--- src/rtl/hci_size_pkg.sv ---
package hci_size_pkg;

  // port geometry of the single TCDM bank
  localparam int unsigned AW = 8;  // word address
  localparam int unsigned DW = 32;
  localparam int unsigned BW = 8;
  localparam int unsigned N_CHUNK = DW / BW;

  // request metadata is {add, wen, be}
  localparam int unsigned RQMETAW = AW + 1 + N_CHUNK;

  typedef logic [AW-1:0]      addr_t;
  typedef logic [DW-1:0]      data_t;
  typedef logic [N_CHUNK-1:0] be_t;  // one bit per byte chunk
  typedef logic [RQMETAW-1:0] rqmeta_t;

endpackage

--- src/rtl/ecc_code_pkg.sv ---
package ecc_code_pkg;

  localparam int unsigned CHUNK_SIZE = hci_size_pkg::BW;
  localparam int unsigned RSMETAW = 1;  // response carries r_opc only

  // hsiao check widths, log2(k)+2 each
  localparam int unsigned EW_DW = $clog2(CHUNK_SIZE) + 2;
  localparam int unsigned EW_RQMETA = $clog2(hci_size_pkg::RQMETAW) + 2;
  localparam int unsigned EW_RSMETA = $clog2(RSMETAW) + 2;

  localparam int unsigned EW = hci_size_pkg::N_CHUNK * EW_DW + EW_RQMETA;
  localparam int unsigned REW = hci_size_pkg::N_CHUNK * EW_DW + EW_RSMETA;

  // stored chunk is {check, byte}
  localparam int unsigned CHUNK_CW = CHUNK_SIZE + EW_DW;
  localparam int unsigned CW_W = hci_size_pkg::N_CHUNK * CHUNK_CW;

  localparam int unsigned MAX_EW = 8;  // widest check vector a column can have

  typedef logic [EW-1:0]     req_ecc_t;
  typedef logic [REW-1:0]    rsp_ecc_t;
  typedef logic [CW_W-1:0]   codeword_t;
  typedef logic [MAX_EW-1:0] col_t;

  // bit 0 single error fixed, bit 1 uncorrectable
  typedef logic [1:0] ecc_err_t;

  // column idx of the parity-check matrix for a given check width.
  // odd weights of three or more come first, even weights only when those
  // run out (the two-bit opcode code has no odd column left)
  function automatic col_t hsiao_column(input int unsigned idx, input int unsigned width);
    col_t col;
    int unsigned cnt;
    int unsigned ones;
    col = '0;
    cnt = 0;
    for (int pass = 0; pass < 2; pass++) begin
      for (int unsigned v = 1; v < (1 << width); v++) begin
        ones = $countones(col_t'(v));
        if ((pass == 0 && ones >= 3 && ones[0]) ||
            (pass == 1 && ones >= 2 && !ones[0])) begin
          if (cnt == idx) begin
            col = col_t'(v);
          end
          cnt++;
        end
      end
    end
    return col;
  endfunction

endpackage

--- src/rtl/hci_core_intf.sv ---
`timescale 1ns/1ps

interface hci_core_intf;
  import hci_size_pkg::*;
  import ecc_code_pkg::*;

  // request channel
  logic     req;
  logic     gnt;
  addr_t    add;
  logic     wen;  // high for read
  data_t    data;
  be_t      be;
  req_ecc_t ecc;  // {byte checks, metadata checks}

  // response channel
  data_t    r_data;
  rsp_ecc_t r_ecc;  // {byte checks, opcode checks}
  logic     r_opc;
  logic     r_valid;
  logic     r_ready;

  modport initiator (
    output req, add, wen, data, be, ecc, r_ready,
    input  gnt, r_data, r_ecc, r_opc, r_valid
  );

  modport target (
    input  req, add, wen, data, be, ecc, r_ready,
    output gnt, r_data, r_ecc, r_opc, r_valid
  );

  modport monitor (
    input req, gnt, add, wen, data, be, ecc,
    input r_data, r_ecc, r_opc, r_valid, r_ready
  );

endinterface

--- src/rtl/hsiao_ecc_dec.sv ---
`timescale 1ns/1ps

module hsiao_ecc_dec #(
  parameter int unsigned DataWidth = 8,
  parameter int unsigned ProtWidth = 5
) (
  input  logic [DataWidth+ProtWidth-1:0] in,  // {check, data}
  output logic [DataWidth-1:0]           out,
  output logic [ProtWidth-1:0]           syndrome,
  output ecc_code_pkg::ecc_err_t         err
);
  import ecc_code_pkg::*;

  logic [DataWidth-1:0] data_in;
  logic [ProtWidth-1:0] chk_in;
  logic                 hit;  // syndrome names a data bit

  assign {chk_in, data_in} = in;

  always_comb begin : calc_syn
    col_t col;
    syndrome = chk_in;
    for (int unsigned i = 0; i < DataWidth; i++) begin
      col = hsiao_column(i, ProtWidth);
      syndrome ^= col[ProtWidth-1:0] & {ProtWidth{data_in[i]}};
    end
  end

  // flip the one data bit whose column equals the syndrome
  always_comb begin : fix_data
    col_t col;
    out = data_in;
    hit = 1'b0;
    for (int unsigned i = 0; i < DataWidth; i++) begin
      col = hsiao_column(i, ProtWidth);
      if (syndrome == col[ProtWidth-1:0]) begin
        out[i] = ~data_in[i];
        hit = 1'b1;
      end
    end
  end

  always_comb begin
    if (syndrome == '0) begin
      err = 2'b00;
    end else if (hit || $countones(syndrome) == 1) begin
      err = 2'b01;  // data bit or a lone check bit
    end else begin
      err = 2'b10;
    end
  end

endmodule

--- src/rtl/hsiao_ecc_enc.sv ---
`timescale 1ns/1ps

module hsiao_ecc_enc #(
  parameter int unsigned DataWidth = 8,
  parameter int unsigned ProtWidth = 5
) (
  input  logic [DataWidth-1:0]           in,
  output logic [DataWidth+ProtWidth-1:0] out  // {check, data}
);
  import ecc_code_pkg::*;

  logic [ProtWidth-1:0] chk;

  // each data bit toggles the check rows where its column is set
  always_comb begin : calc_chk
    col_t col;
    chk = '0;
    for (int unsigned i = 0; i < DataWidth; i++) begin
      col = hsiao_column(i, ProtWidth);
      chk ^= col[ProtWidth-1:0] & {ProtWidth{in[i]}};
    end
  end

  assign out = {chk, in};

endmodule

--- src/rtl/tcdm_ecc_bridge.sv ---
`timescale 1ns/1ps

module tcdm_ecc_bridge (
  hci_core_intf.target           tcdm_target,
  hci_core_intf.initiator        tcdm_initiator,
  output ecc_code_pkg::ecc_err_t r_err
);
  import hci_size_pkg::*;
  import ecc_code_pkg::*;

  logic [N_CHUNK-1:0][CHUNK_SIZE-1:0] data_enc;
  logic [N_CHUNK-1:0][EW_DW-1:0]      data_ecc;
  rqmeta_t                            meta_enc;
  logic [EW_RQMETA-1:0]               meta_ecc;

  logic [N_CHUNK-1:0][EW_DW-1:0]      r_data_ecc;
  logic [N_CHUNK-1:0][CHUNK_SIZE-1:0] r_data_dec;
  ecc_err_t [N_CHUNK-1:0]             r_data_err;
  ecc_err_t                           r_meta_err;
  logic                               any_cor;
  logic                               any_unc;

  // request side, one encoder per byte
  for (genvar ii = 0; ii < N_CHUNK; ii++) begin : gen_data_enc
    hsiao_ecc_enc #(
      .DataWidth ( CHUNK_SIZE ),
      .ProtWidth ( EW_DW      )
    ) i_data_enc (
      .in  ( tcdm_target.data[ii*CHUNK_SIZE +: CHUNK_SIZE] ),
      .out ( {data_ecc[ii], data_enc[ii]} )
    );
  end

  hsiao_ecc_enc #(
    .DataWidth ( RQMETAW   ),
    .ProtWidth ( EW_RQMETA )
  ) i_meta_enc (
    .in  ( {tcdm_target.add, tcdm_target.wen, tcdm_target.be} ),
    .out ( {meta_ecc, meta_enc} )
  );

  assign tcdm_initiator.req  = tcdm_target.req;
  assign tcdm_target.gnt     = tcdm_initiator.gnt;
  assign tcdm_initiator.data = data_enc;  // unchanged payload
  assign {tcdm_initiator.add, tcdm_initiator.wen, tcdm_initiator.be} = meta_enc;
  assign tcdm_initiator.ecc  = {data_ecc, meta_ecc};
  assign tcdm_initiator.r_ready = tcdm_target.r_ready;

  // response side
  assign r_data_ecc = tcdm_initiator.r_ecc[REW-1:EW_RSMETA];

  for (genvar ii = 0; ii < N_CHUNK; ii++) begin : gen_data_dec
    hsiao_ecc_dec #(
      .DataWidth ( CHUNK_SIZE ),
      .ProtWidth ( EW_DW      )
    ) i_data_dec (
      .in       ( {r_data_ecc[ii], tcdm_initiator.r_data[ii*CHUNK_SIZE +: CHUNK_SIZE]} ),
      .out      ( r_data_dec[ii] ),
      .syndrome (  ),
      .err      ( r_data_err[ii] )
    );
  end

  hsiao_ecc_dec #(
    .DataWidth ( RSMETAW   ),
    .ProtWidth ( EW_RSMETA )
  ) i_opc_dec (
    .in       ( {tcdm_initiator.r_ecc[EW_RSMETA-1:0], tcdm_initiator.r_opc} ),
    .out      ( tcdm_target.r_opc ),
    .syndrome (  ),
    .err      ( r_meta_err )
  );

  assign tcdm_target.r_data  = r_data_dec;
  assign tcdm_target.r_ecc   = '0;  // host side sees corrected values only
  assign tcdm_target.r_valid = tcdm_initiator.r_valid;

  always_comb begin
    any_cor = r_meta_err[0];
    any_unc = r_meta_err[1];
    for (int c = 0; c < N_CHUNK; c++) begin
      any_cor |= r_data_err[c][0];
      any_unc |= r_data_err[c][1];
    end
  end

  assign r_err = {any_unc, any_cor};  // or of all five decoder statuses

endmodule

--- src/flat_wrapper.sv ---
// flat-port wrapper written by rule: the top's interface ports become plain ports
module tcdm_ecc_bridge_flat import hci_size_pkg::*; import ecc_code_pkg::*;
  (r_err, tcdm_target_req, tcdm_target_add, tcdm_target_wen, tcdm_target_data, tcdm_target_be, tcdm_target_ecc, tcdm_target_r_ready, tcdm_target_gnt, tcdm_target_r_data, tcdm_target_r_ecc, tcdm_target_r_opc, tcdm_target_r_valid, tcdm_initiator_req, tcdm_initiator_add, tcdm_initiator_wen, tcdm_initiator_data, tcdm_initiator_be, tcdm_initiator_ecc, tcdm_initiator_r_ready, tcdm_initiator_gnt, tcdm_initiator_r_data, tcdm_initiator_r_ecc, tcdm_initiator_r_opc, tcdm_initiator_r_valid);
  hci_core_intf tcdm_target_i ();
  hci_core_intf tcdm_initiator_i ();
  output ecc_code_pkg::ecc_err_t r_err;
  input wire logic [$bits(tcdm_target_i.req)-1:0] tcdm_target_req;
  input wire logic [$bits(tcdm_target_i.add)-1:0] tcdm_target_add;
  input wire logic [$bits(tcdm_target_i.wen)-1:0] tcdm_target_wen;
  input wire logic [$bits(tcdm_target_i.data)-1:0] tcdm_target_data;
  input wire logic [$bits(tcdm_target_i.be)-1:0] tcdm_target_be;
  input wire logic [$bits(tcdm_target_i.ecc)-1:0] tcdm_target_ecc;
  input wire logic [$bits(tcdm_target_i.r_ready)-1:0] tcdm_target_r_ready;
  output wire logic [$bits(tcdm_target_i.gnt)-1:0] tcdm_target_gnt;
  output wire logic [$bits(tcdm_target_i.r_data)-1:0] tcdm_target_r_data;
  output wire logic [$bits(tcdm_target_i.r_ecc)-1:0] tcdm_target_r_ecc;
  output wire logic [$bits(tcdm_target_i.r_opc)-1:0] tcdm_target_r_opc;
  output wire logic [$bits(tcdm_target_i.r_valid)-1:0] tcdm_target_r_valid;
  output wire logic [$bits(tcdm_initiator_i.req)-1:0] tcdm_initiator_req;
  output wire logic [$bits(tcdm_initiator_i.add)-1:0] tcdm_initiator_add;
  output wire logic [$bits(tcdm_initiator_i.wen)-1:0] tcdm_initiator_wen;
  output wire logic [$bits(tcdm_initiator_i.data)-1:0] tcdm_initiator_data;
  output wire logic [$bits(tcdm_initiator_i.be)-1:0] tcdm_initiator_be;
  output wire logic [$bits(tcdm_initiator_i.ecc)-1:0] tcdm_initiator_ecc;
  output wire logic [$bits(tcdm_initiator_i.r_ready)-1:0] tcdm_initiator_r_ready;
  input wire logic [$bits(tcdm_initiator_i.gnt)-1:0] tcdm_initiator_gnt;
  input wire logic [$bits(tcdm_initiator_i.r_data)-1:0] tcdm_initiator_r_data;
  input wire logic [$bits(tcdm_initiator_i.r_ecc)-1:0] tcdm_initiator_r_ecc;
  input wire logic [$bits(tcdm_initiator_i.r_opc)-1:0] tcdm_initiator_r_opc;
  input wire logic [$bits(tcdm_initiator_i.r_valid)-1:0] tcdm_initiator_r_valid;
  assign tcdm_target_i.req = tcdm_target_req;
  assign tcdm_target_i.add = tcdm_target_add;
  assign tcdm_target_i.wen = tcdm_target_wen;
  assign tcdm_target_i.data = tcdm_target_data;
  assign tcdm_target_i.be = tcdm_target_be;
  assign tcdm_target_i.ecc = tcdm_target_ecc;
  assign tcdm_target_i.r_ready = tcdm_target_r_ready;
  assign tcdm_target_gnt = tcdm_target_i.gnt;
  assign tcdm_target_r_data = tcdm_target_i.r_data;
  assign tcdm_target_r_ecc = tcdm_target_i.r_ecc;
  assign tcdm_target_r_opc = tcdm_target_i.r_opc;
  assign tcdm_target_r_valid = tcdm_target_i.r_valid;
  assign tcdm_initiator_req = tcdm_initiator_i.req;
  assign tcdm_initiator_add = tcdm_initiator_i.add;
  assign tcdm_initiator_wen = tcdm_initiator_i.wen;
  assign tcdm_initiator_data = tcdm_initiator_i.data;
  assign tcdm_initiator_be = tcdm_initiator_i.be;
  assign tcdm_initiator_ecc = tcdm_initiator_i.ecc;
  assign tcdm_initiator_r_ready = tcdm_initiator_i.r_ready;
  assign tcdm_initiator_i.gnt = tcdm_initiator_gnt;
  assign tcdm_initiator_i.r_data = tcdm_initiator_r_data;
  assign tcdm_initiator_i.r_ecc = tcdm_initiator_r_ecc;
  assign tcdm_initiator_i.r_opc = tcdm_initiator_r_opc;
  assign tcdm_initiator_i.r_valid = tcdm_initiator_r_valid;
  tcdm_ecc_bridge u_core (.tcdm_target(tcdm_target_i), .tcdm_initiator(tcdm_initiator_i), .r_err(r_err));
endmodule
--- config.mk ---
export PLATFORM = sky130hd
export DESIGN_NAME = tcdm_ecc_bridge_flat
export DESIGN_NICKNAME = d
export VERILOG_FILES = /design/src/rtl/hci_size_pkg.sv /design/src/rtl/ecc_code_pkg.sv /design/src/rtl/hci_core_intf.sv /design/src/rtl/hsiao_ecc_dec.sv /design/src/rtl/hsiao_ecc_enc.sv /design/src/rtl/tcdm_ecc_bridge.sv /design/src/flat_wrapper.sv
export SDC_FILE = /design/constraint.sdc
export NUM_CORES = 1
export LEC_CHECK = 0
export BUFFER_PORTS_ARGS = -buffer_cell sky130_fd_sc_hd__buf_2
export CORE_UTILIZATION = 35
export DETAILED_ROUTE_END_ITERATION = 10
export PLACE_DENSITY = 0.73
export SYNTH_ARGS = -nofsm -noshare
export SYNTH_HDL_FRONTEND = slang
export SYNTH_SLANG_ARGS = --single-unit
--- constraint.sdc ---
create_clock -name vclk -period 3.95
set_input_delay 0.1975 -clock vclk [all_inputs]
set_output_delay 0.1975 -clock vclk [all_outputs]
set_load 0.05 [all_outputs]
# Yosys cells after proc, flatten, opt, wreduce, memory -nomap -nowiden
# Cells that the tools add are included.
# word_totals
register_bits,0
in_bits,130
out_inout_bits,132
elab_cells,255
# op_classes
addsub,17
eq_ne,38
muxes,76
bitwise,114
reduce_logical,10
# ops
op,n
XOR 5 bit,32
adder 32 x 1 -> 32 bit,4
adder 32 x 2 -> 32 bit,4
equality test 32 x 2 -> 1 bit (second input constant),4
XOR 5 x 4 -> 5 bit,20
equality test 5 bit (second input constant),16
2-to-1 mux 1 bit,66
equality test 5 x 4 -> 1 bit (second input constant),12
XOR 6 x 5 -> 6 bit,7
NOT 1 bit,33
equality test 5 x 3 -> 1 bit (second input constant),4
logical NOT 5 bit,4
2-to-1 mux 2 bit,10
XOR 3 x 4 -> 4 bit,5
XOR 5 x 3 -> 5 bit,4
adder 1 x 1 -> 2 bit,9
XOR 6 x 4 -> 6 bit,2
XOR 6 bit,2
bitwise OR 1 bit,8
logical OR 1 bit,5
equality test 2 x 1 -> 1 bit (second input constant),1
equality test 2 bit (second input constant),1
logical NOT 2 bit,1
XOR 2 bit,1

# Depth between registers and ports, before layout
# logic_depth
depth_word,24
mapped_depth,16
mapped_depth_nobuf,15

# By module
# Synthesis repeated with hierarchy kept, for this count alone.
# hier_totals
cells_unflattened,426
hier_area_um2,4021.4
# by_module_without_submodules
module,n_inst,cells_each,area_per_inst_um2,seq_area_each_um2
hsiao_ecc_dec at u_core.gen_data_dec[1].i_data_dec ...,3,65,629.4,0.0
hsiao_ecc_enc at u_core.gen_data_enc[0].i_data_enc ...,4,20,220.2,0.0
hsiao_ecc_dec at u_core.gen_data_dec[0].i_data_dec,1,72,614.3,0.0
hsiao_ecc_enc at u_core.i_meta_enc,1,36,342.8,0.0
tcdm_ecc_bridge,1,35,239.0,0.0
hsiao_ecc_dec at u_core.i_opc_dec,1,8,56.3,0.0

# Worst setup path after synthesis
# OpenSTA, ideal clock, no wires.
# synth_timing
kind,input to output
start,input port tcdm_initiator_r_data[20]
end,output port r_err[0]
arrival_ps,3317
required_ps,3753
setup_slack_ps,436
path_stages,15
n_path_buf,1
path_cell_list,xnor2_1 -> xor2_1 -> xor2_1 -> ha_1 -> inv_1 -> fa_1 -> ha_1 -> inv_1 -> fa_1 -> and3_1 -> a221o_1 -> o21ai_0 -> nand2_1 -> a211o_1 -> buf_4
# synth_via
elab_chain_len,18
elab_cells_between_ends,30
classes_between,add/sub: 3; eq/ne: 9; mux: 10; bitwise: 6; reduce/logical: 2
# synth_rtl
element,line_no,source
"start, declared",flat_wrapper.sv:27,input wire logic [$bits(tcdm_initiator_i.r_data)-1:0] tcdm_initiator_r_data;
XOR 5 bit (*) (4 in a row),hsiao_ecc_dec.sv:25,syndrome ^= col[ProtWidth-1:0] & {ProtWidth{data_in[i]}};
"parallel branches: the longest is 11 deep, another holds adder 32 x 2 -> 32 bit",n/a,
2-to-1 mux 2 bit (*),hsiao_ecc_dec.sv:44,if (syndrome == '0) begin
bitwise OR 1 bit (*) (2 in a row),tcdm_ecc_bridge.sv:82,any_cor |= r_data_err[c][0];
"end, declared",flat_wrapper.sv:6,output ecc_code_pkg::ecc_err_t r_err;
# Mark *: on every way between the ends.

# Worst setup path in the final report
# layout_timing
start,input port tcdm_initiator_r_data[22]
end,output port r_err[0]
# layout_via
elab_chain_len,16
elab_cells_between_ends,29
classes_between,add/sub: 4; eq/ne: 9; mux: 10; bitwise: 4; reduce/logical: 2
# layout_rtl
element,line_no
XOR 5 bit (*) (2 in a row),hsiao_ecc_dec.sv:25
"parallel branches: the longest is 11 deep, another holds adder 32 x 2 -> 32 bit",n/a
2-to-1 mux 2 bit (*),hsiao_ecc_dec.sv:44
bitwise OR 1 bit (*) (2 in a row),tcdm_ecc_bridge.sv:82
# Marked as above.

==> flow_metrics.env <==
export IMPL_grt_max_degree=11
export IMPL_arrival_ns=3.61
export IMPL_crit_type="input pin to output pin"
export IMPL_dieWidth_um=101
export IMPL_drc=0
export IMPL_synthCells=424
export IMPL_critPathRequiredTime_ns=3.75
export IMPL_syn_cell_area_sq_mm=0.00346
export IMPL_nFlopsAndLatches=0
export IMPL_synthMostInstantiatedCell="xnor2_1"
export IMPL_startpoint="tcdm_initiator_r_data[22]"
export IMPL_hold_violations=0
export IMPL_gp_congestion=0.819
export IMPL_p_leak_uw=0.00209
export IMPL_crit_fanout=3
export IMPL_dp_hpwl_mm=7.42
export IMPL_drv_slew=0
export IMPL_drt_iter0_drc=46
export IMPL_rows=35
export IMPL_synth_top_area_frac=0.346
export IMPL_ios=262
export IMPL_ys_warn_count=0
export IMPL_via_per_inst=4.41
export IMPL_portBuffers=206
export IMPL_yosys_cell_types_count=43
export IMPL_final_setup_tns_ns=0
export IMPL_power_density_mw_per_mm2=465
export IMPL_grt_antenna_before_repair=0
export IMPL_nNetsFinal=740
export IMPL_grt_pass1_wl_mm=12.0
export IMPL_dieArea_sq_mm=0.0103
export IMPL_placedCellCount=709
export IMPL_synth_cells_most_frequent="xnor2_1, buf_4, xor2_1"
export IMPL_regArea_sq_um=0
export IMPL_wl_mm=8.22
export IMPL_coreArea_sq_mm=0.00942
export IMPL_fin_area_sq_mm=0.00430
export IMPL_cp_endpoint="r_err[0]"
export IMPL_synth_top_area_cell="xnor2_1"
export IMPL_fillers=921
export IMPL_postPlaceCellArea_sq_mm=0.00420
export IMPL_finalSetupViolations=0
export IMPL_wl_per_cell_um=11.5
export IMPL_first_global_vias=2836
export IMPL_clock_buffers=0
export IMPL_avgSynthCellArea_sq_um=8.17
export IMPL_dr_pass1_iters=4
export IMPL_worst_setup_path_start_kind="input pin"
export IMPL_max_freq_mhz=262
export IMPL_ys_top_cells_by_area="xnor2_1, buf_4, xor2_1"
export IMPL_outcome="finished, final reports clean"
export IMPL_initial_utilization=0.368
export IMPL_drive_gt1_frac=0.396
export IMPL_grt_overflow=0
export IMPL_worst_pin_slew_ns=0.711
export IMPL_fin_hold_ws_ns=0.395
export IMPL_yosysSeqAreaShare=0
export IMPL_diodes=0
export IMPL_ctsHoldBuffers=0
export IMPL_final_cells=713
export IMPL_antenna_left=0
export IMPL_area_growth_pct=24.2
export IMPL_grtUsageTotal=0.139
export IMPL_maxCapViolCount=0
export IMPL_holdCritPathClass="input pin to output pin"
export IMPL_fp_dieH_um=101
export IMPL_slew_headroom=0.522
export IMPL_timing_final_crit_share=0.965
export IMPL_timing_critical_path_to_type="output pin"
export IMPL_peakVddDrop_uv=220
export IMPL_fin_crit_ns=3.81
export IMPL_num_vias=3141
==> routing by layer <==
metal	track usage	share of wire	vias up	wire length (um)
met5	0	0	-	0
met4	0.00334	0.0017	0	14
met3	0.00828	0.054	2	446
met2	0.291	0.56	136	4560
met1	0.159	0.39	1421	3190
li1	-	-	1582	-
==> placed cells by master, fill, tap and decap left out, drive strengths merged, types with 2 or more instances in the layout <==
cell type	netlist	routed
buf	73	212
xnor2	139	139
xor2	48	48
conb	1	22
nand3	21	21
inv	21	21
nand2	20	20
nor2	19	19
ha	17	17
xnor3	8	8
fa	7	7
o211ai	4	4
o21ai	4	4
and2	3	3
nor3	3	3
nor2b	3	3
nand4b	3	3
and3	3	3
or2	3	3
a211o	2	2
o21a	2	2
a21oi	2	2
or3	2	2
nand4	2	2
or3b	2	2
==> repair_timing <==
| action | CTS | global route |
|---|---|---|
| resized for setup | 0 | 12 |
| setup endpoints to repair | 0 | 2 |
| setup buffers | 0 | 4 |
==> report_power, final <==
group / leakage, uW / total (uW) / internal (uW) / switching [uW]
logic: 0.00209 / 2000 / 675 / 1330
registers: 0 / 0 / 0 / 0
clock network: 0 / 0 / 0 / 0
total: 0.00209 / 2000 / 675 / 1330
==> through the flow <==
stage               power, uW  setup WS (ns)  utilization
finish                   2000          0.140        0.457
global route             2180        -0.0433        0.457
CTS                      1960         0.0139        0.446
floorplan                1600          0.436            -
global placement         1910          0.106        0.446
detailed placement       1950         0.0123        0.446
==> critical path, cell delays in order <==
cell and delay, ns:
buf_2 0.13, xnor2_2 0.19, xnor2_1 0.15, xor2_1 0.26, inv_1 0.13, ha_4 0.29, inv_1 0.05, fa_1 0.47
ha_1 0.15, inv_1 0.05, fa_1 0.43, and3_1 0.18, a221o_1 0.28, o21ai_1 0.12, nand2_1 0.08, a211o_1 0.27
buf_6 0.16
==> final cells by class <==
cell class | instances | area (sq um) | area share
Inverter | 21 | 78.8 | 0.0183
Tap cell | 129 | 161 | 0.0375
Multi-Input combinational cell | 351 | 2980 | 0.693
Timing Repair Buffer | 212 | 1080 | 0.251
==> kinds of logic (layout without fill, tap and decap cells) <==
kind of cell,count (synthesis),in the layout,synth area share
other,1,22,0.00108
AND/OR/NAND/NOR,87,87,0.126
adder cells (fa/ha/maj),25,25,0.105
buffers and inverters,94,233,0.181
multiplexers,1,1,0.00289
XOR/XNOR,196,196,0.540
AO/OA/AOI/OAI,20,20,0.0444
==> worst min-delay path by stage <==
stage / from / to / slack [ns] / cells past startpoint
6_report: tcdm_initiator_r_valid / tcdm_target_r_valid / 0.40 / 0
5_1_grt: tcdm_target_req / tcdm_initiator_req / 0.40 / 0
4_1_cts: tcdm_initiator_r_valid / tcdm_target_r_valid / 0.40 / 0
3_5_place_dp: tcdm_initiator_r_valid / tcdm_target_r_valid / 0.40 / 0
3_3_place_gp: tcdm_initiator_r_valid / tcdm_target_r_valid / 0.40 / 0
2_1_floorplan: tcdm_target_add[0] / tcdm_initiator_add[0] / 0.56 / 1
No activity file was read; power rests on OpenSTA's default activity.
