File: src/rtl/hci_size_pkg.sv
package hci_size_pkg;

  // port geometry of the single TCDM bank
  localparam int unsigned AW = 8;  // word address
  localparam int unsigned DW = 32;
  localparam int unsigned BW = 8;
  localparam int unsigned N_CHUNK = DW / BW;

  // request metadata is {add, wen, be}
  localparam int unsigned RQMETAW = AW + 1 + N_CHUNK;

  typedef logic [AW-1:0]      addr_t;
  typedef logic [DW-1:0]      data_t;
  typedef logic [N_CHUNK-1:0] be_t;  // one bit per byte chunk
  typedef logic [RQMETAW-1:0] rqmeta_t;

endpackage

File: src/rtl/ecc_code_pkg.sv
package ecc_code_pkg;

  localparam int unsigned CHUNK_SIZE = hci_size_pkg::BW;
  localparam int unsigned RSMETAW = 1;  // response carries r_opc only

  // hsiao check widths, log2(k)+2 each
  localparam int unsigned EW_DW = $clog2(CHUNK_SIZE) + 2;
  localparam int unsigned EW_RQMETA = $clog2(hci_size_pkg::RQMETAW) + 2;
  localparam int unsigned EW_RSMETA = $clog2(RSMETAW) + 2;

  localparam int unsigned EW = hci_size_pkg::N_CHUNK * EW_DW + EW_RQMETA;
  localparam int unsigned REW = hci_size_pkg::N_CHUNK * EW_DW + EW_RSMETA;

  // stored chunk is {check, byte}
  localparam int unsigned CHUNK_CW = CHUNK_SIZE + EW_DW;
  localparam int unsigned CW_W = hci_size_pkg::N_CHUNK * CHUNK_CW;

  localparam int unsigned MAX_EW = 8;  // widest check vector a column can have

  typedef logic [EW-1:0]     req_ecc_t;
  typedef logic [REW-1:0]    rsp_ecc_t;
  typedef logic [CW_W-1:0]   codeword_t;
  typedef logic [MAX_EW-1:0] col_t;

  // bit 0 single error fixed, bit 1 uncorrectable
  typedef logic [1:0] ecc_err_t;

  // column idx of the parity-check matrix for a given check width.
  // odd weights of three or more come first, even weights only when those
  // run out (the two-bit opcode code has no odd column left)
  function automatic col_t hsiao_column(input int unsigned idx, input int unsigned width);
    col_t col;
    int unsigned cnt;
    int unsigned ones;
    col = '0;
    cnt = 0;
    for (int pass = 0; pass < 2; pass++) begin
      for (int unsigned v = 1; v < (1 << width); v++) begin
        ones = $countones(col_t'(v));
        if ((pass == 0 && ones >= 3 && ones[0]) ||
            (pass == 1 && ones >= 2 && !ones[0])) begin
          if (cnt == idx) begin
            col = col_t'(v);
          end
          cnt++;
        end
      end
    end
    return col;
  endfunction

endpackage

File: src/rtl/hci_core_intf.sv
`timescale 1ns/1ps

interface hci_core_intf;
  import hci_size_pkg::*;
  import ecc_code_pkg::*;

  // request channel
  logic     req;
  logic     gnt;
  addr_t    add;
  logic     wen;  // high for read
  data_t    data;
  be_t      be;
  req_ecc_t ecc;  // {byte checks, metadata checks}

  // response channel
  data_t    r_data;
  rsp_ecc_t r_ecc;  // {byte checks, opcode checks}
  logic     r_opc;
  logic     r_valid;
  logic     r_ready;

  modport initiator (
    output req, add, wen, data, be, ecc, r_ready,
    input  gnt, r_data, r_ecc, r_opc, r_valid
  );

  modport target (
    input  req, add, wen, data, be, ecc, r_ready,
    output gnt, r_data, r_ecc, r_opc, r_valid
  );

  modport monitor (
    input req, gnt, add, wen, data, be, ecc,
    input r_data, r_ecc, r_opc, r_valid, r_ready
  );

endinterface

File: src/rtl/hsiao_ecc_dec.sv
`timescale 1ns/1ps

module hsiao_ecc_dec #(
  parameter int unsigned DataWidth = 8,
  parameter int unsigned ProtWidth = 5
) (
  input  logic [DataWidth+ProtWidth-1:0] in,  // {check, data}
  output logic [DataWidth-1:0]           out,
  output logic [ProtWidth-1:0]           syndrome,
  output ecc_code_pkg::ecc_err_t         err
);
  import ecc_code_pkg::*;

  logic [DataWidth-1:0] data_in;
  logic [ProtWidth-1:0] chk_in;
  logic                 hit;  // syndrome names a data bit

  assign {chk_in, data_in} = in;

  always_comb begin : calc_syn
    col_t col;
    syndrome = chk_in;
    for (int unsigned i = 0; i < DataWidth; i++) begin
      col = hsiao_column(i, ProtWidth);
      syndrome ^= col[ProtWidth-1:0] & {ProtWidth{data_in[i]}};
    end
  end

  // flip the one data bit whose column equals the syndrome
  always_comb begin : fix_data
    col_t col;
    out = data_in;
    hit = 1'b0;
    for (int unsigned i = 0; i < DataWidth; i++) begin
      col = hsiao_column(i, ProtWidth);
      if (syndrome == col[ProtWidth-1:0]) begin
        out[i] = ~data_in[i];
        hit = 1'b1;
      end
    end
  end

  always_comb begin
    if (syndrome == '0) begin
      err = 2'b00;
    end else if (hit || $countones(syndrome) == 1) begin
      err = 2'b01;  // data bit or a lone check bit
    end else begin
      err = 2'b10;
    end
  end

endmodule

File: src/rtl/hsiao_ecc_enc.sv
`timescale 1ns/1ps

module hsiao_ecc_enc #(
  parameter int unsigned DataWidth = 8,
  parameter int unsigned ProtWidth = 5
) (
  input  logic [DataWidth-1:0]           in,
  output logic [DataWidth+ProtWidth-1:0] out  // {check, data}
);
  import ecc_code_pkg::*;

  logic [ProtWidth-1:0] chk;

  // each data bit toggles the check rows where its column is set
  always_comb begin : calc_chk
    col_t col;
    chk = '0;
    for (int unsigned i = 0; i < DataWidth; i++) begin
      col = hsiao_column(i, ProtWidth);
      chk ^= col[ProtWidth-1:0] & {ProtWidth{in[i]}};
    end
  end

  assign out = {chk, in};

endmodule

File: src/rtl/tcdm_bank_ctrl.sv
`timescale 1ns/1ps

module tcdm_bank_ctrl (
  input  logic                    clk,
  input  logic                    rst,
  hci_core_intf.target            tcdm_target,
  input  ecc_code_pkg::codeword_t inj_mask,
  output logic                    mem_req,
  output logic                    mem_we,
  output hci_size_pkg::addr_t     mem_addr,
  output hci_size_pkg::be_t       mem_be,
  output ecc_code_pkg::codeword_t mem_wdata,
  input  ecc_code_pkg::codeword_t mem_rdata
);
  import hci_size_pkg::*;
  import ecc_code_pkg::*;

  typedef enum logic {
    IDLE,
    RESP
  } bank_state_e;

  bank_state_e state_q;
  bank_state_e state_d;

  rqmeta_t  meta_fix;
  ecc_err_t meta_err;
  addr_t    add_fix;
  logic     wen_fix;
  be_t      be_fix;
  logic     hs;
  logic     access;
  logic     rd_q;  // response carries read data
  logic     opc_q;

  codeword_t                          wr_cw;
  logic [N_CHUNK-1:0][CHUNK_SIZE-1:0] rd_data;
  logic [N_CHUNK-1:0][EW_DW-1:0]      rd_ecc;
  logic [N_CHUNK-1:0][EW_DW-1:0]      rsp_data_ecc;
  logic [EW_RSMETA:0]                 opc_enc;  // {check, opc}

  hsiao_ecc_dec #(
    .DataWidth ( RQMETAW   ),
    .ProtWidth ( EW_RQMETA )
  ) i_meta_dec (
    .in       ( {tcdm_target.ecc[EW_RQMETA-1:0], tcdm_target.add, tcdm_target.wen,
                 tcdm_target.be} ),
    .out      ( meta_fix ),
    .syndrome (  ),
    .err      ( meta_err )
  );

  assign {add_fix, wen_fix, be_fix} = meta_fix;

  assign tcdm_target.gnt = (state_q == IDLE);
  assign hs     = tcdm_target.req & tcdm_target.gnt;
  assign access = hs & ~meta_err[1];  // bad metadata never reaches the array

  for (genvar c = 0; c < N_CHUNK; c++) begin : gen_chunk
    assign wr_cw[c*CHUNK_CW +: CHUNK_CW] = {tcdm_target.ecc[EW_RQMETA + c*EW_DW +: EW_DW],
                                            tcdm_target.data[c*CHUNK_SIZE +: CHUNK_SIZE]};
    assign {rd_ecc[c], rd_data[c]} = mem_rdata[c*CHUNK_CW +: CHUNK_CW];
  end

  assign mem_req   = access;
  assign mem_we    = ~wen_fix;
  assign mem_addr  = add_fix;
  assign mem_be    = be_fix;
  assign mem_wdata = wr_cw ^ inj_mask;  // deliberate bit flips for test

  always_comb begin
    state_d = state_q;
    case (state_q)
      IDLE: if (hs) state_d = RESP;
      RESP: if (tcdm_target.r_ready) state_d = IDLE;
      default: state_d = IDLE;
    endcase
  end

  always_ff @(posedge clk) begin
    if (rst) begin
      state_q <= IDLE;
      rd_q    <= 1'b0;
      opc_q   <= 1'b0;
    end else begin
      state_q <= state_d;
      if (hs) begin
        rd_q  <= access & wen_fix;
        opc_q <= meta_err[1];
      end
    end
  end

  hsiao_ecc_enc #(
    .DataWidth ( RSMETAW   ),
    .ProtWidth ( EW_RSMETA )
  ) i_opc_enc (
    .in  ( opc_q ),
    .out ( opc_enc )
  );

  // write responses go out as all-zero codewords, which decode clean
  assign rsp_data_ecc = rd_q ? rd_ecc : '0;

  assign tcdm_target.r_valid = (state_q == RESP);
  assign tcdm_target.r_opc   = opc_enc[0];
  assign tcdm_target.r_data  = rd_q ? rd_data : '0;
  assign tcdm_target.r_ecc   = {rsp_data_ecc, opc_enc[EW_RSMETA:1]};

endmodule

File: src/flat_wrapper.sv
// flat-port wrapper written by rule: the top's interface ports become plain ports
module tcdm_bank_ctrl_flat import hci_size_pkg::*; import ecc_code_pkg::*;
  (clk, rst, inj_mask, mem_req, mem_we, mem_addr, mem_be, mem_wdata, mem_rdata, tcdm_target_req, tcdm_target_add, tcdm_target_wen, tcdm_target_data, tcdm_target_be, tcdm_target_ecc, tcdm_target_r_ready, tcdm_target_gnt, tcdm_target_r_data, tcdm_target_r_ecc, tcdm_target_r_opc, tcdm_target_r_valid);
  hci_core_intf tcdm_target_i ();
  input  logic clk;
  input  logic rst;
  input  ecc_code_pkg::codeword_t inj_mask;
  output logic mem_req;
  output logic mem_we;
  output hci_size_pkg::addr_t mem_addr;
  output hci_size_pkg::be_t mem_be;
  output ecc_code_pkg::codeword_t mem_wdata;
  input  ecc_code_pkg::codeword_t mem_rdata;
  input wire logic [$bits(tcdm_target_i.req)-1:0] tcdm_target_req;
  input wire logic [$bits(tcdm_target_i.add)-1:0] tcdm_target_add;
  input wire logic [$bits(tcdm_target_i.wen)-1:0] tcdm_target_wen;
  input wire logic [$bits(tcdm_target_i.data)-1:0] tcdm_target_data;
  input wire logic [$bits(tcdm_target_i.be)-1:0] tcdm_target_be;
  input wire logic [$bits(tcdm_target_i.ecc)-1:0] tcdm_target_ecc;
  input wire logic [$bits(tcdm_target_i.r_ready)-1:0] tcdm_target_r_ready;
  output wire logic [$bits(tcdm_target_i.gnt)-1:0] tcdm_target_gnt;
  output wire logic [$bits(tcdm_target_i.r_data)-1:0] tcdm_target_r_data;
  output wire logic [$bits(tcdm_target_i.r_ecc)-1:0] tcdm_target_r_ecc;
  output wire logic [$bits(tcdm_target_i.r_opc)-1:0] tcdm_target_r_opc;
  output wire logic [$bits(tcdm_target_i.r_valid)-1:0] tcdm_target_r_valid;
  assign tcdm_target_i.req = tcdm_target_req;
  assign tcdm_target_i.add = tcdm_target_add;
  assign tcdm_target_i.wen = tcdm_target_wen;
  assign tcdm_target_i.data = tcdm_target_data;
  assign tcdm_target_i.be = tcdm_target_be;
  assign tcdm_target_i.ecc = tcdm_target_ecc;
  assign tcdm_target_i.r_ready = tcdm_target_r_ready;
  assign tcdm_target_gnt = tcdm_target_i.gnt;
  assign tcdm_target_r_data = tcdm_target_i.r_data;
  assign tcdm_target_r_ecc = tcdm_target_i.r_ecc;
  assign tcdm_target_r_opc = tcdm_target_i.r_opc;
  assign tcdm_target_r_valid = tcdm_target_i.r_valid;
  tcdm_bank_ctrl u_core (.clk(clk), .rst(rst), .tcdm_target(tcdm_target_i), .inj_mask(inj_mask), .mem_req(mem_req), .mem_we(mem_we), .mem_addr(mem_addr), .mem_be(mem_be), .mem_wdata(mem_wdata), .mem_rdata(mem_rdata));
endmodule
File: config.mk
export PLATFORM = sky130hd
export DESIGN_NAME = tcdm_bank_ctrl_flat
export DESIGN_NICKNAME = d
export VERILOG_FILES = /design/src/rtl/hci_size_pkg.sv /design/src/rtl/ecc_code_pkg.sv /design/src/rtl/hci_core_intf.sv /design/src/rtl/hsiao_ecc_dec.sv /design/src/rtl/hsiao_ecc_enc.sv /design/src/rtl/tcdm_bank_ctrl.sv /design/src/flat_wrapper.sv
export SDC_FILE = /design/constraint.sdc
export NUM_CORES = 1
export LEC_CHECK = 0
export BUFFER_PORTS_ARGS = -buffer_cell sky130_fd_sc_hd__buf_2
export CAP_MARGIN = 20
export CORE_AREA = 2 2 117 119
export DETAILED_ROUTE_END_ITERATION = 10
export DIE_AREA = 0 0 119 121
export GPL_TIMING_DRIVEN = 0
export PLACE_DENSITY_LB_ADDON = 0.1
export SYNTH_ARGS = -nofsm -noshare
export SYNTH_HDL_FRONTEND = slang
export SYNTH_SLANG_ARGS = --single-unit
File: constraint.sdc
create_clock -name clk -period 5.69 [get_ports clk]
set_input_delay 0 -clock clk [delete_from_list [all_inputs] [get_ports clk]]
set_output_delay 0 -clock clk [all_outputs]
set_load 0.01 [all_outputs]
# After elaboration in Yosys (flattened, before gate mapping)
# Index checks and enable logic that the tools add are counted.
[totals]
out_inout_bits = 123
in_bits = 179
wordCells = 90
reg_bits = 3
[op_classes]
n_mux = 33
n_eq_ne = 14
addsub = 5
n_bitwise = 33
reduce_logical = 2
[ops]
columns = ["op", "count"]
rows = [
  ["$xor A52 B52 Y52", 1],
  ["$eq A6 B5 Y1 const B", 7],
  ["$xor A6 B5 Y6", 7],
  ["$mux W32", 1],
  ["$mux W1", 28],
  ["$mux W20", 1],
  ["$eq A6 B4 Y1 const B", 3],
  ["$xor A6 B4 Y6", 3],
  ["$not A1 Y1", 16],
  ["$eq A6 B6 Y1 const B", 2],
  ["$xor A6 B6 Y6", 2],
  ["$add A1 B1 Y2", 3],
  ["$eq A6 B3 Y1 const B", 1],
  ["$logic_not A6 Y1", 1],
  ["$xor A6 B3 Y6", 1],
  ["$add A3 B2 Y4", 1],
  ["$eq A4 B1 Y1 const B", 1],
  ["$mux W2", 2],
  ["$add A2 B2 Y3", 1],
  ["$and A1 B1 Y1", 3],
  ["$pmux W1 S2", 1],
  ["$logic_or A1 B1 Y1", 1],
]

# Longest topological paths before layout
# Gate-level depths: netlist of the first run.
[depth]
depth_word = 33
mapped_depth = 12
ltp_nobuf = 12

# Modules after synthesis
# From an unflattened synthesis of the first run, not the netlist that was laid out.
[unflattened]
hier_cells = 233
hier_area_um2 = 1866.8
[modules_own_cells]
columns = ["module", "cells_each", "seq_area_each_um2", "area_each_um2", "instances"]
rows = [
  ["tcdm_bank_ctrl", 123, 60.1, 983.4, 1],
  ["hsiao_ecc_dec", 107, 0.0, 860.8, 1],
  ["hsiao_ecc_enc", 3, 0.0, 22.5, 1],
]

# Worst setup path after synthesis of the first run
# No wires, ideal clock.
[synth_path]
path_kind = "input-to-reg"
from = "input port tcdm_target_add[0]"
to = "register u_core.rd_q"
stages = 11
required_time_ns = 5.594
setup_time_ns = 0.096
path_slack_ns = 2.641
arrival_ns = 2.953
n_path_buf = 0
path_cell_list = "xor2_1 xnor2_2 xnor2_1 xnor2_1 fa_1 fa_1 and2b_1 fa_1 nor3_1 a21oi_2 o41ai_2"
[synth_via]
elab_chain_cells = 28
elab_cells_between_ends = 48
cone_classes = "add/sub (5); eq/ne (14); mux (16); bitwise (11); reduce/logical (2)"
[synth_lines]
columns = ["item", "line", "text"]
rows = [
  ["from (decl)", "flat_wrapper.sv:15", "input wire logic [$bits(tcdm_target_i.add)-1:0] tcdm_target_add;"],
  ["$xor A6 B5 Y6 * (6 in series)", "hsiao_ecc_dec.sv:25", "syndrome ^= col[ProtWidth-1:0] & {ProtWidth{data_in[i]}};"],
  ["$xor A6 B6 Y6 * (2 in series)", "hsiao_ecc_dec.sv:25", ""],
  ["$eq A6 B3 Y1", "hsiao_ecc_dec.sv:36", "if (syndrome == col[ProtWidth-1:0]) begin"],
  ["$mux W1 (13 in series)", "hsiao_ecc_dec.sv:36", ""],
  ["$logic_or A1 B1 Y1", "hsiao_ecc_dec.sv:46", "end else if (hit || $countones(syndrome) == 1) begin"],
  ["$mux W2", "hsiao_ecc_dec.sv:46", ""],
  ["$mux W2", "hsiao_ecc_dec.sv:44", "if (syndrome == '0) begin"],
  ["$not A1 Y1", "tcdm_bank_ctrl.sv:57", "assign access = hs & ~meta_err[1];"],
  ["$and A1 B1 Y1", "tcdm_bank_ctrl.sv:57", ""],
  ["$and A1 B1 Y1 *", "tcdm_bank_ctrl.sv:88", "rd_q <= access & wen_fix;"],
  ["to (signal assigned)", "tcdm_bank_ctrl.sv:88", ""],
  ["to (decl)", "tcdm_bank_ctrl.sv:33", "logic rd_q;"],
]
# Mark *: on every way between the ends. The rest lies on a longest branch, timed or not.
# A chain may end at the register's enable or synchronous reset.

# Worst setup path after layout of the first run
[layout_path]
from = "input port tcdm_target_add[4]"
to = "output port mem_req"
[layout_via]
elab_chain_cells = 23
elab_cells_between_ends = 41
cone_classes = "add/sub (4); eq/ne (14); mux (15); bitwise (6); reduce/logical (2)"
[layout_lines]
columns = ["item", "line", "text"]
rows = [
  ["$xor A6 B5 Y6 * (2 in series)", "hsiao_ecc_dec.sv:25", ""],
  ["$xor A6 B6 Y6 * (2 in series)", "hsiao_ecc_dec.sv:25", ""],
  ["$eq A6 B3 Y1", "hsiao_ecc_dec.sv:36", ""],
  ["$mux W1 (13 in series)", "hsiao_ecc_dec.sv:36", ""],
  ["$logic_or A1 B1 Y1", "hsiao_ecc_dec.sv:46", ""],
  ["$mux W2", "hsiao_ecc_dec.sv:46", ""],
  ["$mux W2 *", "hsiao_ecc_dec.sv:44", ""],
  ["$not A1 Y1 *", "tcdm_bank_ctrl.sv:57", ""],
  ["$and A1 B1 Y1 *", "tcdm_bank_ctrl.sv:57", ""],
  ["to (decl)", "flat_wrapper.sv:8", "output logic mem_req;"],
]
# Marks and branches as above.

==> impl_summary.txt, run 1 <==
----------------------------------------------------
[Setup path]
  Max stage delay cell, worst path ... fa_1
  Crit path arrival time ... 3.28 ns
  Required time reported for the critical path endpoint ... 5.69 ns
  Critical path startpoint category ... input port
  Largest stage delay on the critical path ... 0.57 ns
  CP endpoint kind ... output pin
  Maximum fanout encountered on the critical timing path ... 10
  Depth of the worst register-to-register path ... 3
  FF-to-FF End ... u_core.rd_q
  CP Cell Sequence ... buf_2 -> xnor2_1 -> xnor2_1 -> dlymetal6s2s_1 -> xnor2_1 -> fa_1 -> fa_1 -> and2b_1 -> fa_1 -> nor3_1 -> a21oi_2 -> nor2_1 -> buf_2
  R2R setup slack ... 4.53 ns
  Critical Setup Path Class ... in2out
  Launch point of the worst reg-to-reg path ... u_core.rd_q

[Power and ir drop]
  Power density over the cells ... between 200 and 250 nW/um^2
  Leakage power ... 2.103 nW
  Power after layout ... roughly 0.84 mW
  Peak supply drop ... 79.67 uV

[Yosys]
  Top post-synthesis cells by area ... xor2_1 (29%), and2_1 (18%), xnor2_1 (14%)
  Area leader, netlist ... xor2_1
  Syn nets ... 415
  Mean Syn Cell Area ... 8.026 um^2
  Most common cell in the netlist ... xor2_1
  Count of distinct cell types in the synthesized netlist ... 33
  Number of warnings issued by yosys ... 0
  Top post-synthesis cells by count ... xor2_1 (61), and2_1 (52), xnor2_1 (30)
  Area share of the leading cell type in the synthesized netlist ... 0.2907
  Main flop type after synthesis ... dfxtp_1
  Number of enable flip-flop cells after synthesis ... 0
  Fraction of the yosys area taken by sequential cells ... 0.03268
  Netlist area before placement ... 1838 um^2
  Instance count of the mapped netlist ... ~230
  Seq cells post-synth ... 3
  Async set-or-reset flop fraction in the synthesized netlist ... 0

[Floorplanning]
  I/O pin cnt ... slightly above 300
  Area of the placeable core ... about 13000 um^2
  Die Y-Extent ... around 120 um
  Std-Cell Rows ... 42
  Initial core utilization ... 0.1405
  Total Die Area ... around 14000 um^2
  Die X ... 119 um

[GRT]
  Antenna violations before repair ... 2
  First-pass GRT wire length ... ~16000 um
  All-Layer GR Usage ... 0.1445
  Remaining global-route overflow ... 0
  Pin count of the biggest net entering global routing ... 11
  Number of global-route vias before repair ... roughly 2.6k

[Route]
  First-pass DRT Iterations ... 4
  Drt initial violations ... 56
  Final wirelength ... 10930 um
  DR vias ... 2630
  Number of vias per cell after detailed routing ... about 3.7
  Number of remaining DRC errors ... 0
  Routed Antenna Nets ... 0
  Post-detailed-route wirelength per cell ... 15.37 um

[Outcome]
  Status ... complete, no violations

[Final layout]
  Antenna Diode Count ... 0
  Net count of the finished layout ... 722
  Final design instance area without fill ... between 3000 and 4000 um^2
  Layout overhead on the synthesized area ... 98.77%
  Share of layout cells above drive strength 1 ... 0.6000

[Placed design]
  Gpl congestion ... 0.7983
  Placed wire-length estimate after detailed placement ... 10150 um
  Count of input and output buffers ... 301
  Instance area after placement ... 3565 um^2

[STA]
  Unrepaired setup endpoints after global routing ... no
  Final max-slew violation count ... 0
  Final critical delay including setup and external delays ... 3.278 ns
  Final Cycle Share ... 0.5761
  Total of endpoints with negative setup slack in the final report ... 0
  Hold Fails Final Rpt ... 0
  Relative slew margins ... 0.5949
  Least-Margin Pin Slew ... 0.6033 ns
  Timing-limited maximum frequency ... 0.3051 GHz
  Final clock skew ... around 0.0026 ns
  Final total negative setup slack ... 0 ns

[Clock network]
  Num CTS Buffers ... 3
  Post-CTS Hold Fix Bufs ... 1
  Clock Tree Buf Depth ... 2
  TritonCTS clock tree ... done
  Root buffer cell ... clkbuf_16
  Clock slew at the register clock pins of the worst setup and hold paths ... about 0.03 ns
  H-Tree Level Count ... 1
  Post-CTS repair timing setup buffer count ... 0
  Insertion delay of the later-clocked pin in the worst-skew pair ... 0.22 ns
  Count of clock tree sinks ... 3
  Quantity of gates resized following cts ... 0

[Worst hold path]
  Instance count along the most critical hold path ... 2
  Worst Hold Launch ... rst
  Kind of path behind the tightest hold check ... in2reg
  Worst Hold Endpoint ... u_core.tcdm_target.r_valid

[Job]
  Number of violations of the max-capacitance limit ... 0

----------------------------------------------------
==> flip-flops by register name, summed over array words and instances (netlist names) <==
signal and count:
u_core.rd_q 1, u_core.tcdm_target.r_valid 1, u_core.opc_q 1
==> logic make-up after synthesis <==
group / after synthesis / share of synthesized area
XOR/XNOR: 99 / 0.5146
AND/OR/NAND/NOR: 87 / 0.2743
AO/OA/AOI/OAI: 18 / 0.07556
buffers and inverters: 14 / 0.03744
adder cells (fa/ha/maj): 7 / 0.05991
flip-flops: 3 / 0.03268
multiplexers: 1 / 0.005446
==> where the power goes <==
group	switching (mW)	internal, mW
clock	0.0181	0.0923
combinational	0.383	0.311
sequential	0.00884	0.0261
==> area by class of cell <==
cell class / instances / area, um^2
clock buffers: 4 / 78.83
well taps: 176 / 220.2
multi-input cells: 212 / 1709
flip-flops and latches: 3 / 60.06
inverters: 6 / 22.52
repair buffers: 302 / 1516
fillers: 1483 / 9432
plain buffers: 8 / 46.29
==> cells in the final DEF, fill, tap and decap left out, types with 2 or more instances in the layout <==
cell type,n
o41ai_2,2
nand3_1,16
nand2_1,8
xor2_2,3
xnor2_2,3
fa_1,3
nor2_1,4
buf_2,301
and2_1,52
a21oi_1,5
clkbuf_16,3
a211oi_1,2
dfxtp_1,3
clkbuf_1,6
xor2_1,61
inv_1,6
and2b_1,2
xnor2_1,30
o21ai_0,3
buf_4,2
a21oi_2,2
ha_1,4
==> per-layer routing <==
metal | up-vias | wire, um | share of wire | global-route usage
li1 | 1335 | - | - | -
met1 | 1147 | 4500 | 0.41 | 0.1791
met2 | 134 | 5329 | 0.49 | 0.2507
met3 | 10 | 968 | 0.089 | 0.04417
met4 | 4 | 106 | 0.0097 | 0.02232
met5 | - | 23 | 0.0021 | 0
==> critical path, delay by kind of cell <==
family                     cells  cell delay (ns)
AOI/OAI and AO/OA              1             0.08
xor gates and xnor gates       3             0.60
adders and majority gates      3             1.43
buffers and inverters          3             0.65
and+or+nand+nor                3             0.53
==> metrics by stage <==
step | cells | hold WS (ns) | util | setup WS [ns]
3_5_place_dp | 706 | 0.2000 | 0.2724 | 2.196
2_1_floorplan | 229 | 0.07601 | - | 2.641
5_1_grt | 711 | 0.02585 | 0.2792 | 2.084
4_1_cts | 711 | 0.005855 | 0.2792 | 2.342
6_report | 711 | 0.007059 | 0.2792 | 2.412
3_3_place_gp | 706 | 0.1911 | 0.2724 | 2.213
==> how the worst max path moves through the flow <==
| stage | end | depth (start not counted) | from |
|---|---|---|---|
| after global routing | mem_req | 13 | tcdm_target_add[3] |
| after CTS | mem_req | 13 | tcdm_target_add[4] |
| after floorplan | u_core.rd_q | 11 | tcdm_target_add[0] |
| after detailed placement | u_core.rd_q | 12 | tcdm_target_add[4] |
| final | mem_req | 13 | tcdm_target_add[4] |
| after global placement | u_core.rd_q | 12 | tcdm_target_add[4] |
(Power assumes the default switching activity.)
==> run 2, diff against run 1 <==
- CORE_AREA: 2 2 117 119 -> 2 2 116 118
- DIE_AREA: 0 0 119 121 -> 0 0 118 120
- clock period: 5.69 -> 2.6 ns (I/O delays scaled with it)
==> run 2 against run 1 <==
The run now ends with negative setup slack left. Flip-flop and latch count unchanged. Setup slack worse by 2.8 ns. Clock-buffer cell count stayed put. Design area rose by 7.7%. Critical endpoint unchanged. Largest cell class unchanged.
==> impl_summary.txt, run 2 (synthesis results as in run 1) <==
----------------------------------------------------
[Power and ir drop]
  Leakage power ... 2.233 nW (+6.2%)
  Fraction of power spent switching nets ... 0.4669 (-0.02122)
  Part of the power in the clock network ... 0.117 (-0.015)
  Power density over the cells ... 525.8 nW/um^2 (+130%)
  Switching power of the nets ... 0.9664 mW (+140%)
  Part of the total power dissipated in sequential elements ... 0.036 (-0.006)
  Proportion of power drawn by combinational gates ... 0.847 (+0.020)
  Power after layout ... 2.070 mW (+150%)
  Peak supply drop ... 235.7 uV (+200%)
  Internal power ... 1.103 mW (+160%)

[Worst hold path]
  Instance count along the most critical hold path ... 2 (unchanged)
  Worst Hold Launch ... rst
  Kind of path behind the tightest hold check ... in2reg
  Worst Hold Endpoint ... u_core.tcdm_target.r_valid

[Setup path]
  Critical path startpoint category ... input port
  Crit path arrival time ... 2.96 ns (-0.32 ns)
  Max stage delay cell, worst path ... fa_1
  Most used cell, CP ... fa_1
  FF-to-FF End ... u_core.rd_q
  R2R setup slack ... 1.42 ns (-3.11 ns)
  CP Cell Sequence ... buf_12 -> xor2_4 -> xnor2_4 -> xor2_2 -> xnor2_2 -> fa_1 -> fa_1 -> and2b_1 -> fa_1 -> nor3_2 -> a21oi_2 -> nor2_1 -> buf_4
  Depth of the worst register-to-register path ... 3 (unchanged)
  Largest stage delay on the critical path ... 0.50 ns (-0.07 ns)
  Maximum fanout encountered on the critical timing path ... 3 (-7)
  Required time reported for the critical path endpoint ... 2.60 ns (-3.09 ns)
  Critical Setup Path Class ... in2out
  Launch point of the worst reg-to-reg path ... u_core.rd_q
  CP endpoint kind ... output pin

[GRT]
  Pin count of the biggest net entering global routing ... 11 (unchanged)
  Remaining global-route overflow ... 0 (unchanged)
  First-pass GRT wire length ... 14740 um (-6.6%)
  Number of global-route vias before repair ... 2531 (-2.5%)
  Antenna violations before repair ... 1 (-1)
  All-Layer GR Usage ... 0.1346 (-0.009871)

[Final layout]
  Leading cell types in the layout, fill and taps excluded ... buf_2 (294), xor2_1 (58), and2_1 (52)
  Core occupancy in the finished layout ... 0.3033 (+0.02405)
  Net count of the finished layout ... 732 (+1.4%)
  Share of layout cells above drive strength 1 ... 0.6312 (+0.03119)
  Non-filler instance count after layout ... 722 (+1.5%)
  Most common library cell in the layout ignoring fill and taps ... buf_2
  Layout overhead on the synthesized area ... 114.2%

[STA]
  Hold Fails Final Rpt ... 0 (unchanged)
  Timing-limited maximum frequency ... 0.3382 GHz
  Final total negative setup slack ... -0.8189 ns (-0.8189 ns)
  Final clock skew ... 0.0001108 ns (-0.002454 ns)
  Unrepaired setup endpoints after global routing ... yes
  Total of endpoints with negative setup slack in the final report ... 3 (+3)
  Final max-slew violation count ... 0 (unchanged)
  Setup slack of the critical path after layout ... -0.3569 ns (-2.769 ns)
  Least-Margin Pin Slew ... 0.6203 ns (+0.01702 ns)
  Final Cycle Share ... 1.137
  Relative slew margins ... 0.5835 (-0.01143)
  Final critical delay including setup and external delays ... 2.957 ns

[Clock network]
  Root buffer cell ... clkbuf_16
  Clock slew at the register clock pins of the worst setup and hold paths ... 0.03 ns (about the same)
  Count of clock tree sinks ... 3 (unchanged)
  TritonCTS clock tree ... done
  H-Tree Level Count ... 1 (unchanged)
  Num CTS Buffers ... 3 (unchanged)
  Insertion delay of the later-clocked pin in the worst-skew pair ... 0.22 ns (about the same)
  Clock Tree Buf Depth ... 2 (unchanged)

[Floorplanning]
  Area of the placeable core ... 12980 um^2 (-0.80%)
  Initial core utilization ... 0.1416 (+0.001137)
  Die Y-Extent ... 120 um (-0.83%)
  I/O pin cnt ... 302 (unchanged)
  Std-Cell Rows ... 42 (unchanged)
  Total Die Area ... 14160 um^2 (-1.7%)
  Die X ... 118 um (-0.84%)

[Route]
  Number of vias per cell after detailed routing ... 3.747 (+1.3%)
  Drt initial violations ... 73 (+30%)
  DR vias ... 2705 (+2.9%)
  Post-detailed-route wirelength per cell ... 14.12 um (-8.1%)
  First-pass DRT Iterations ... 4 (unchanged)
  Routed Antenna Nets ... 0 (unchanged)
  Final wirelength ... 10200 um (-6.7%)
  Number of remaining DRC errors ... 0 (unchanged)

[Placed design]
  Placed wire-length estimate after detailed placement ... 9323 um (-8.2%)
  Placed Cells incl. Taps ... 706 (unchanged)
  Count of input and output buffers ... 301 (unchanged)
  Gpl congestion ... 0.7600 (-4.8%)

[Outcome]
  Status ... complete, but fails checks
  Failing checks ... negative setup slack

[Job]
  Number of violations of the max-capacitance limit ... 0 (unchanged)

----------------------------------------------------
run 2: cell types whose count changed in the layout (fill, tap and decap cells not counted), moves of 2 or more:
cell | previous run | this run
buf_12 | 0 | 2
buf_2 | 301 | 294
buf_4 | 2 | 14
buf_6 | 0 | 3
xnor2_1 | 30 | 21
xnor2_2 | 3 | 9
xnor2_4 | 1 | 4
xor2_1 | 61 | 58
xor2_4 | 0 | 2
run 2: repair_timing:
action	in CTS	in global routing
hold endpoints to repair	1	0
hold buffers	1	0
setup buffers	8	2
gates cloned	0	0
setup endpoints to repair	3	3
resized for setup	22	4
pin swaps	7	5
run 2: layout make-up:
type / instances / area, um^2
Clock buffer: 4 / 78.83
Tap cell: 176 / 220.2
Inverter: 6 / 22.52
Timing Repair Buffer: 312 / 1645
Sequential cell: 3 / 60.06
Fill cell: 1442 / 9044
Multi-Input combinational cell: 212 / 1861
Antenna cell: 1 / 2.502
Buffer: 8 / 46.29
run 2: layer usage:
metal  routed length [um]  GRT usage  share of wire
met5                    0          0              0
met2                 4884     0.2238           0.48
met1                 4184     0.1698           0.41
met3                 1089    0.05038           0.11
met4                   39    0.01883         0.0038
run 2: metrics by stage:
step / hold slack [ns] / area, um^2 / worst slack, ns
floorplan: 0.07601 / 1907 / -0.3569
finish: 0.01644 / 3936 / -0.3569
detailed placement: 0.1989 / 3633 / -0.8142
global placement: 0.1877 / 3633 / -0.7854
global route: 0.04249 / 3936 / -0.4879
CTS: 0.01987 / 3887 / -0.4128
run 2: how the worst max path moves through the flow:
| stage | depth (start not counted) | from | slack (ns) | to |
|---|---|---|---|---|
| floorplan | 11 | tcdm_target_add[0] | -0.36 | u_core.rd_q |
| global placement | 12 | tcdm_target_add[5] | -0.79 | u_core.rd_q |
| global route | 13 | tcdm_target_add[5] | -0.49 | mem_req |
| CTS | 13 | tcdm_target_add[5] | -0.41 | mem_req |
| detailed placement | 12 | tcdm_target_add[4] | -0.81 | u_core.rd_q |
| finish | 13 | tcdm_target_add[5] | -0.36 | mem_req |
run 2: power groups by stage:
stage / sequential, mW / clock (mW) / combinational (mW)
after global placement: 0.0746 / 0 / 1.59
after detailed placement: 0.0751 / 0 / 1.59
after floorplan: 0.0710 / 0 / 0.974
after CTS: 0.0750 / 0.245 / 1.72
final: 0.0740 / 0.242 / 1.75
after global routing: 0.0765 / 0.249 / 1.93
run 2: critical path: cells and delay by family:
| family | cells | cell delay [ns] |
|---|---|---|
| AND/OR/NAND/NOR | 3 | 0.30 |
| adder cells (fa/ha/maj) | 3 | 1.41 |
| buffers and inverters | 2 | 0.27 |
| XOR/XNOR | 4 | 0.75 |
| AO/OA/AOI/OAI | 1 | 0.22 |
==> run 3, diff against run 2 <==
- CELL_PAD_IN_SITES_DETAIL_PLACEMENT: not set -> 1
- CELL_PAD_IN_SITES_GLOBAL_PLACEMENT: not set -> 2
- CORE_AREA: 2 2 116 118 -> not set
- CORE_UTILIZATION: not set -> 10
- DIE_AREA: 0 0 118 120 -> not set
==> run 3 against run 2 <==
The flow still finishes with violations (negative setup slack). Clock power is essentially flat. Non-clock buffer count grew 2. Via count shrank 0.33%. Global-route usage decreased by 2.4 points. Design area rose by 2.4%. Critical path type unchanged. Hold slack gained 0.015 ns. Final cell count increased by 7.5%. Routed wire length grew 13%.
==> impl_summary.txt, run 3 (synthesis results as in run 1) <==
----------------------------------------------------
[STA]
  Total of endpoints with negative setup slack in the final report ... 3 (unchanged)
  Setup slack of the critical path after layout ... -0.3349 ns (+0.02202 ns)
  Unrepaired setup endpoints after global routing ... yes
  Final Cycle Share ... 1.129 (-0.008468)
  Final total negative setup slack ... -0.7217 ns (+0.09715 ns)
  Least-Margin Pin Slew ... 0.6429 ns (+0.02257 ns)
  Relative slew margins ... 0.5683 (-0.01516)
  Timing-limited maximum frequency ... 0.3407 GHz (+0.75%)
  Minimum hold slack ... 0.03192 ns (+0.01548 ns)
  Hold Fails Final Rpt ... 0 (unchanged)
  Final clock skew ... 0.001355 ns (+0.001244 ns)
  Final max-slew violation count ... 0 (unchanged)
  Final critical delay including setup and external delays ... 2.935 ns (-0.02202 ns)

[Final layout]
  Net count of the finished layout ... 734 (+0.27%)
  Share of layout cells above drive strength 1 ... 0.6380 (+0.006833)
  Layout overhead on the synthesized area ... 119.4%
  Antenna Diode Count ... 0 (-1)
  Non-filler instance count after layout ... 776 (+7.5%)
  Most common library cell in the layout ignoring fill and taps ... buf_2
  Leading cell types in the layout, fill and taps excluded ... buf_2 (296), xor2_1 (58), and2_1 (52)
  Core occupancy in the finished layout ... 0.2245 (-0.07877)
  Total of fill cells in the finished design ... 2247 (+56%)
  Final design instance area without fill ... 4033 um^2 (+2.4%)

[Route]
  DR vias ... 2696 (-0.33%)
  Routed Antenna Nets ... 0 (unchanged)
  Number of vias per cell after detailed routing ... 3.474 (-7.3%)
  First-pass DRT Iterations ... 4 (unchanged)
  Final wirelength ... 11570 um (+13%)
  Post-detailed-route wirelength per cell ... 14.91 um (+5.6%)
  Drt initial violations ... 37 (-49%)
  Number of remaining DRC errors ... 0 (unchanged)

[GRT]
  Met3 demand-to-capacity share in global routing ... 0.02208 (-0.02831)
  Number of global-route vias before repair ... 2569 (+1.5%)
  Most used routing layer in global routing ... met2
  Pin count of the biggest net entering global routing ... 11 (unchanged)
  Met2 Track Usage GR ... 0.2306 (+0.006760)
  First-pass GRT wire length ... 15420 um (+4.6%)
  GRT met1 Usage ... 0.1152 (-0.05462)
  Antenna violations before repair ... 0 (-1)
  Remaining global-route overflow ... 0 (unchanged)
  All-Layer GR Usage ... 0.1107 (-0.02394)

[Setup path]
  Critical path startpoint category ... input port
  R2R setup slack ... 1.37 ns (-0.05 ns)
  CP endpoint kind ... output pin
  Depth of the worst register-to-register path ... 3 (unchanged)
  Launching instance or port of the critical path ... tcdm_target_be[0]
  Crit path arrival time ... 2.93 ns (-0.03 ns)
  Max stage delay cell, worst path ... fa_1
  Most used cell, CP ... fa_1
  Required time reported for the critical path endpoint ... 2.60 ns (about the same)
  Maximum fanout encountered on the critical timing path ... 3 (unchanged)
  Launch point of the worst reg-to-reg path ... u_core.tcdm_target.r_valid
  FF-to-FF End ... u_core.tcdm_target.r_valid
  Critical Setup Path Class ... in2out
  CP Cell Sequence ... buf_8 -> xor2_4 -> xnor2_4 -> xor2_2 -> xnor2_2 -> fa_1 -> fa_1 -> and2b_1 -> fa_1 -> nor3_2 -> a21oi_2 -> nor2_1 -> buf_4
  Largest stage delay on the critical path ... 0.47 ns (-0.03 ns)

[Floorplanning]
  I/O pin cnt ... 302 (unchanged)
  Die X ... 137.6 um (+17%)
  Area of the placeable core ... 17960 um^2 (+38%)
  Die Y-Extent ... 137.6 um (+15%)
  Std-Cell Rows ... 49 (+17%)
  Total Die Area ... 18930 um^2 (+34%)
  Initial core utilization ... 0.1023 (-0.03928)

[Placed design]
  Placed wire-length estimate after detailed placement ... 10650 um (+14%)
  Setup WS pre-CTS ... -0.9296 ns (-0.1154 ns)
  Count of input and output buffers ... 301 (unchanged)
  Instance area after placement ... 3700 um^2 (+1.8%)
  Placed Cells incl. Taps ... 759 (+7.5%)
  Gpl congestion ... 0.7466 (-1.8%)

[Clock network]
  Root buffer cell ... clkbuf_16
  Insertion delay of the later-clocked pin in the worst-skew pair ... 0.22 ns (about the same)
  TritonCTS clock tree ... done
  Count of clock tree sinks ... 3 (unchanged)
  Clock Tree Buf Depth ... 2 (unchanged)
  Num CTS Buffers ... 3 (unchanged)
  Clock slew at the register clock pins of the worst setup and hold paths ... 0.03 ns (about the same)
  H-Tree Level Count ... 1 (unchanged)

[Power and ir drop]
  Proportion of power drawn by combinational gates ... 0.844 (-0.003)
  Internal power ... 1.056 mW (-4.3%)
  Part of the total power dissipated in sequential elements ... 0.035 (about the same)
  Fraction of power spent switching nets ... 0.4773 (+0.01033)
  Power density over the cells ... 500.7 nW/um^2 (-4.8%)
  Part of the power in the clock network ... 0.121 (+0.004)
  Peak supply drop ... 168.3 uV (-29%)
  Leakage power ... 2.249 nW (+0.69%)
  Power after layout ... 2.019 mW (-2.4%)
  Switching power of the nets ... 0.9637 mW (-0.28%)

[Outcome]
  Status ... complete, but fails checks
  Failing checks ... negative setup slack

[Job]
  Number of violations of the max-capacitance limit ... 0 (unchanged)

[Worst hold path]
  Worst Hold Endpoint ... u_core.rd_q
  Kind of path behind the tightest hold check ... in2reg
  Instance count along the most critical hold path ... 2 (unchanged)
  Worst Hold Launch ... rst

----------------------------------------------------
## run 3: how the worst max path moves through the flow
stage / endpoint / cells after the start
after floorplan: u_core.rd_q / 11
final: mem_req / 13
after global placement: u_core.rd_q / 12
after detailed placement: u_core.rd_q / 12
after CTS: mem_req / 13
after global routing: mem_req / 13
## run 3: critical path, delay by kind of cell
family	cells	cell delay [ns]
buffers and inverters	2	0.24
XOR/XNOR	4	0.75
adder cells (fa/ha/maj)	3	1.37
AO/OA/AOI/OAI	1	0.07
AND/OR/NAND/NOR	3	0.49
## run 3: area by class of cell
class	count	area, um^2	area share
Tap cell	229	286.5	0.07105
Buffer	8	38.79	0.009618
Sequential cell	3	60.06	0.01489
Inverter	6	22.52	0.005585
Multi-Input combinational cell	212	1894	0.4697
Timing Repair Buffer	314	1652	0.4096
Clock buffer	4	78.83	0.01955
## run 3: power groups by stage
stage	Combinational (mW)	Clock (mW)	Sequential, mW
after floorplan	0.974	0	0.0710
after global placement	1.63	0	0.0719
after detailed placement	1.63	0	0.0749
after CTS	1.71	0.250	0.0738
after global routing	1.90	0.253	0.0755
final	1.70	0.245	0.0710
## run 3: metal layers
metal  share of wire  vias to the layer above
li1                -                     1357
met1            0.34                     1209
met2            0.57                      128
met3           0.085                        2
met4          0.0016                        0
met5               0                        -
## run 3: repair_timing
action | 4_1_cts | 5_1_grt
hold buffers | 2 | 0
setup endpoints to repair | 3 | 3
gates resized for setup | 20 | 9
endpoints found under the hold margin | 1 | 0
buffers inserted | 6 | 5
pin swaps | 7 | 9
gates cloned | 0 | 0
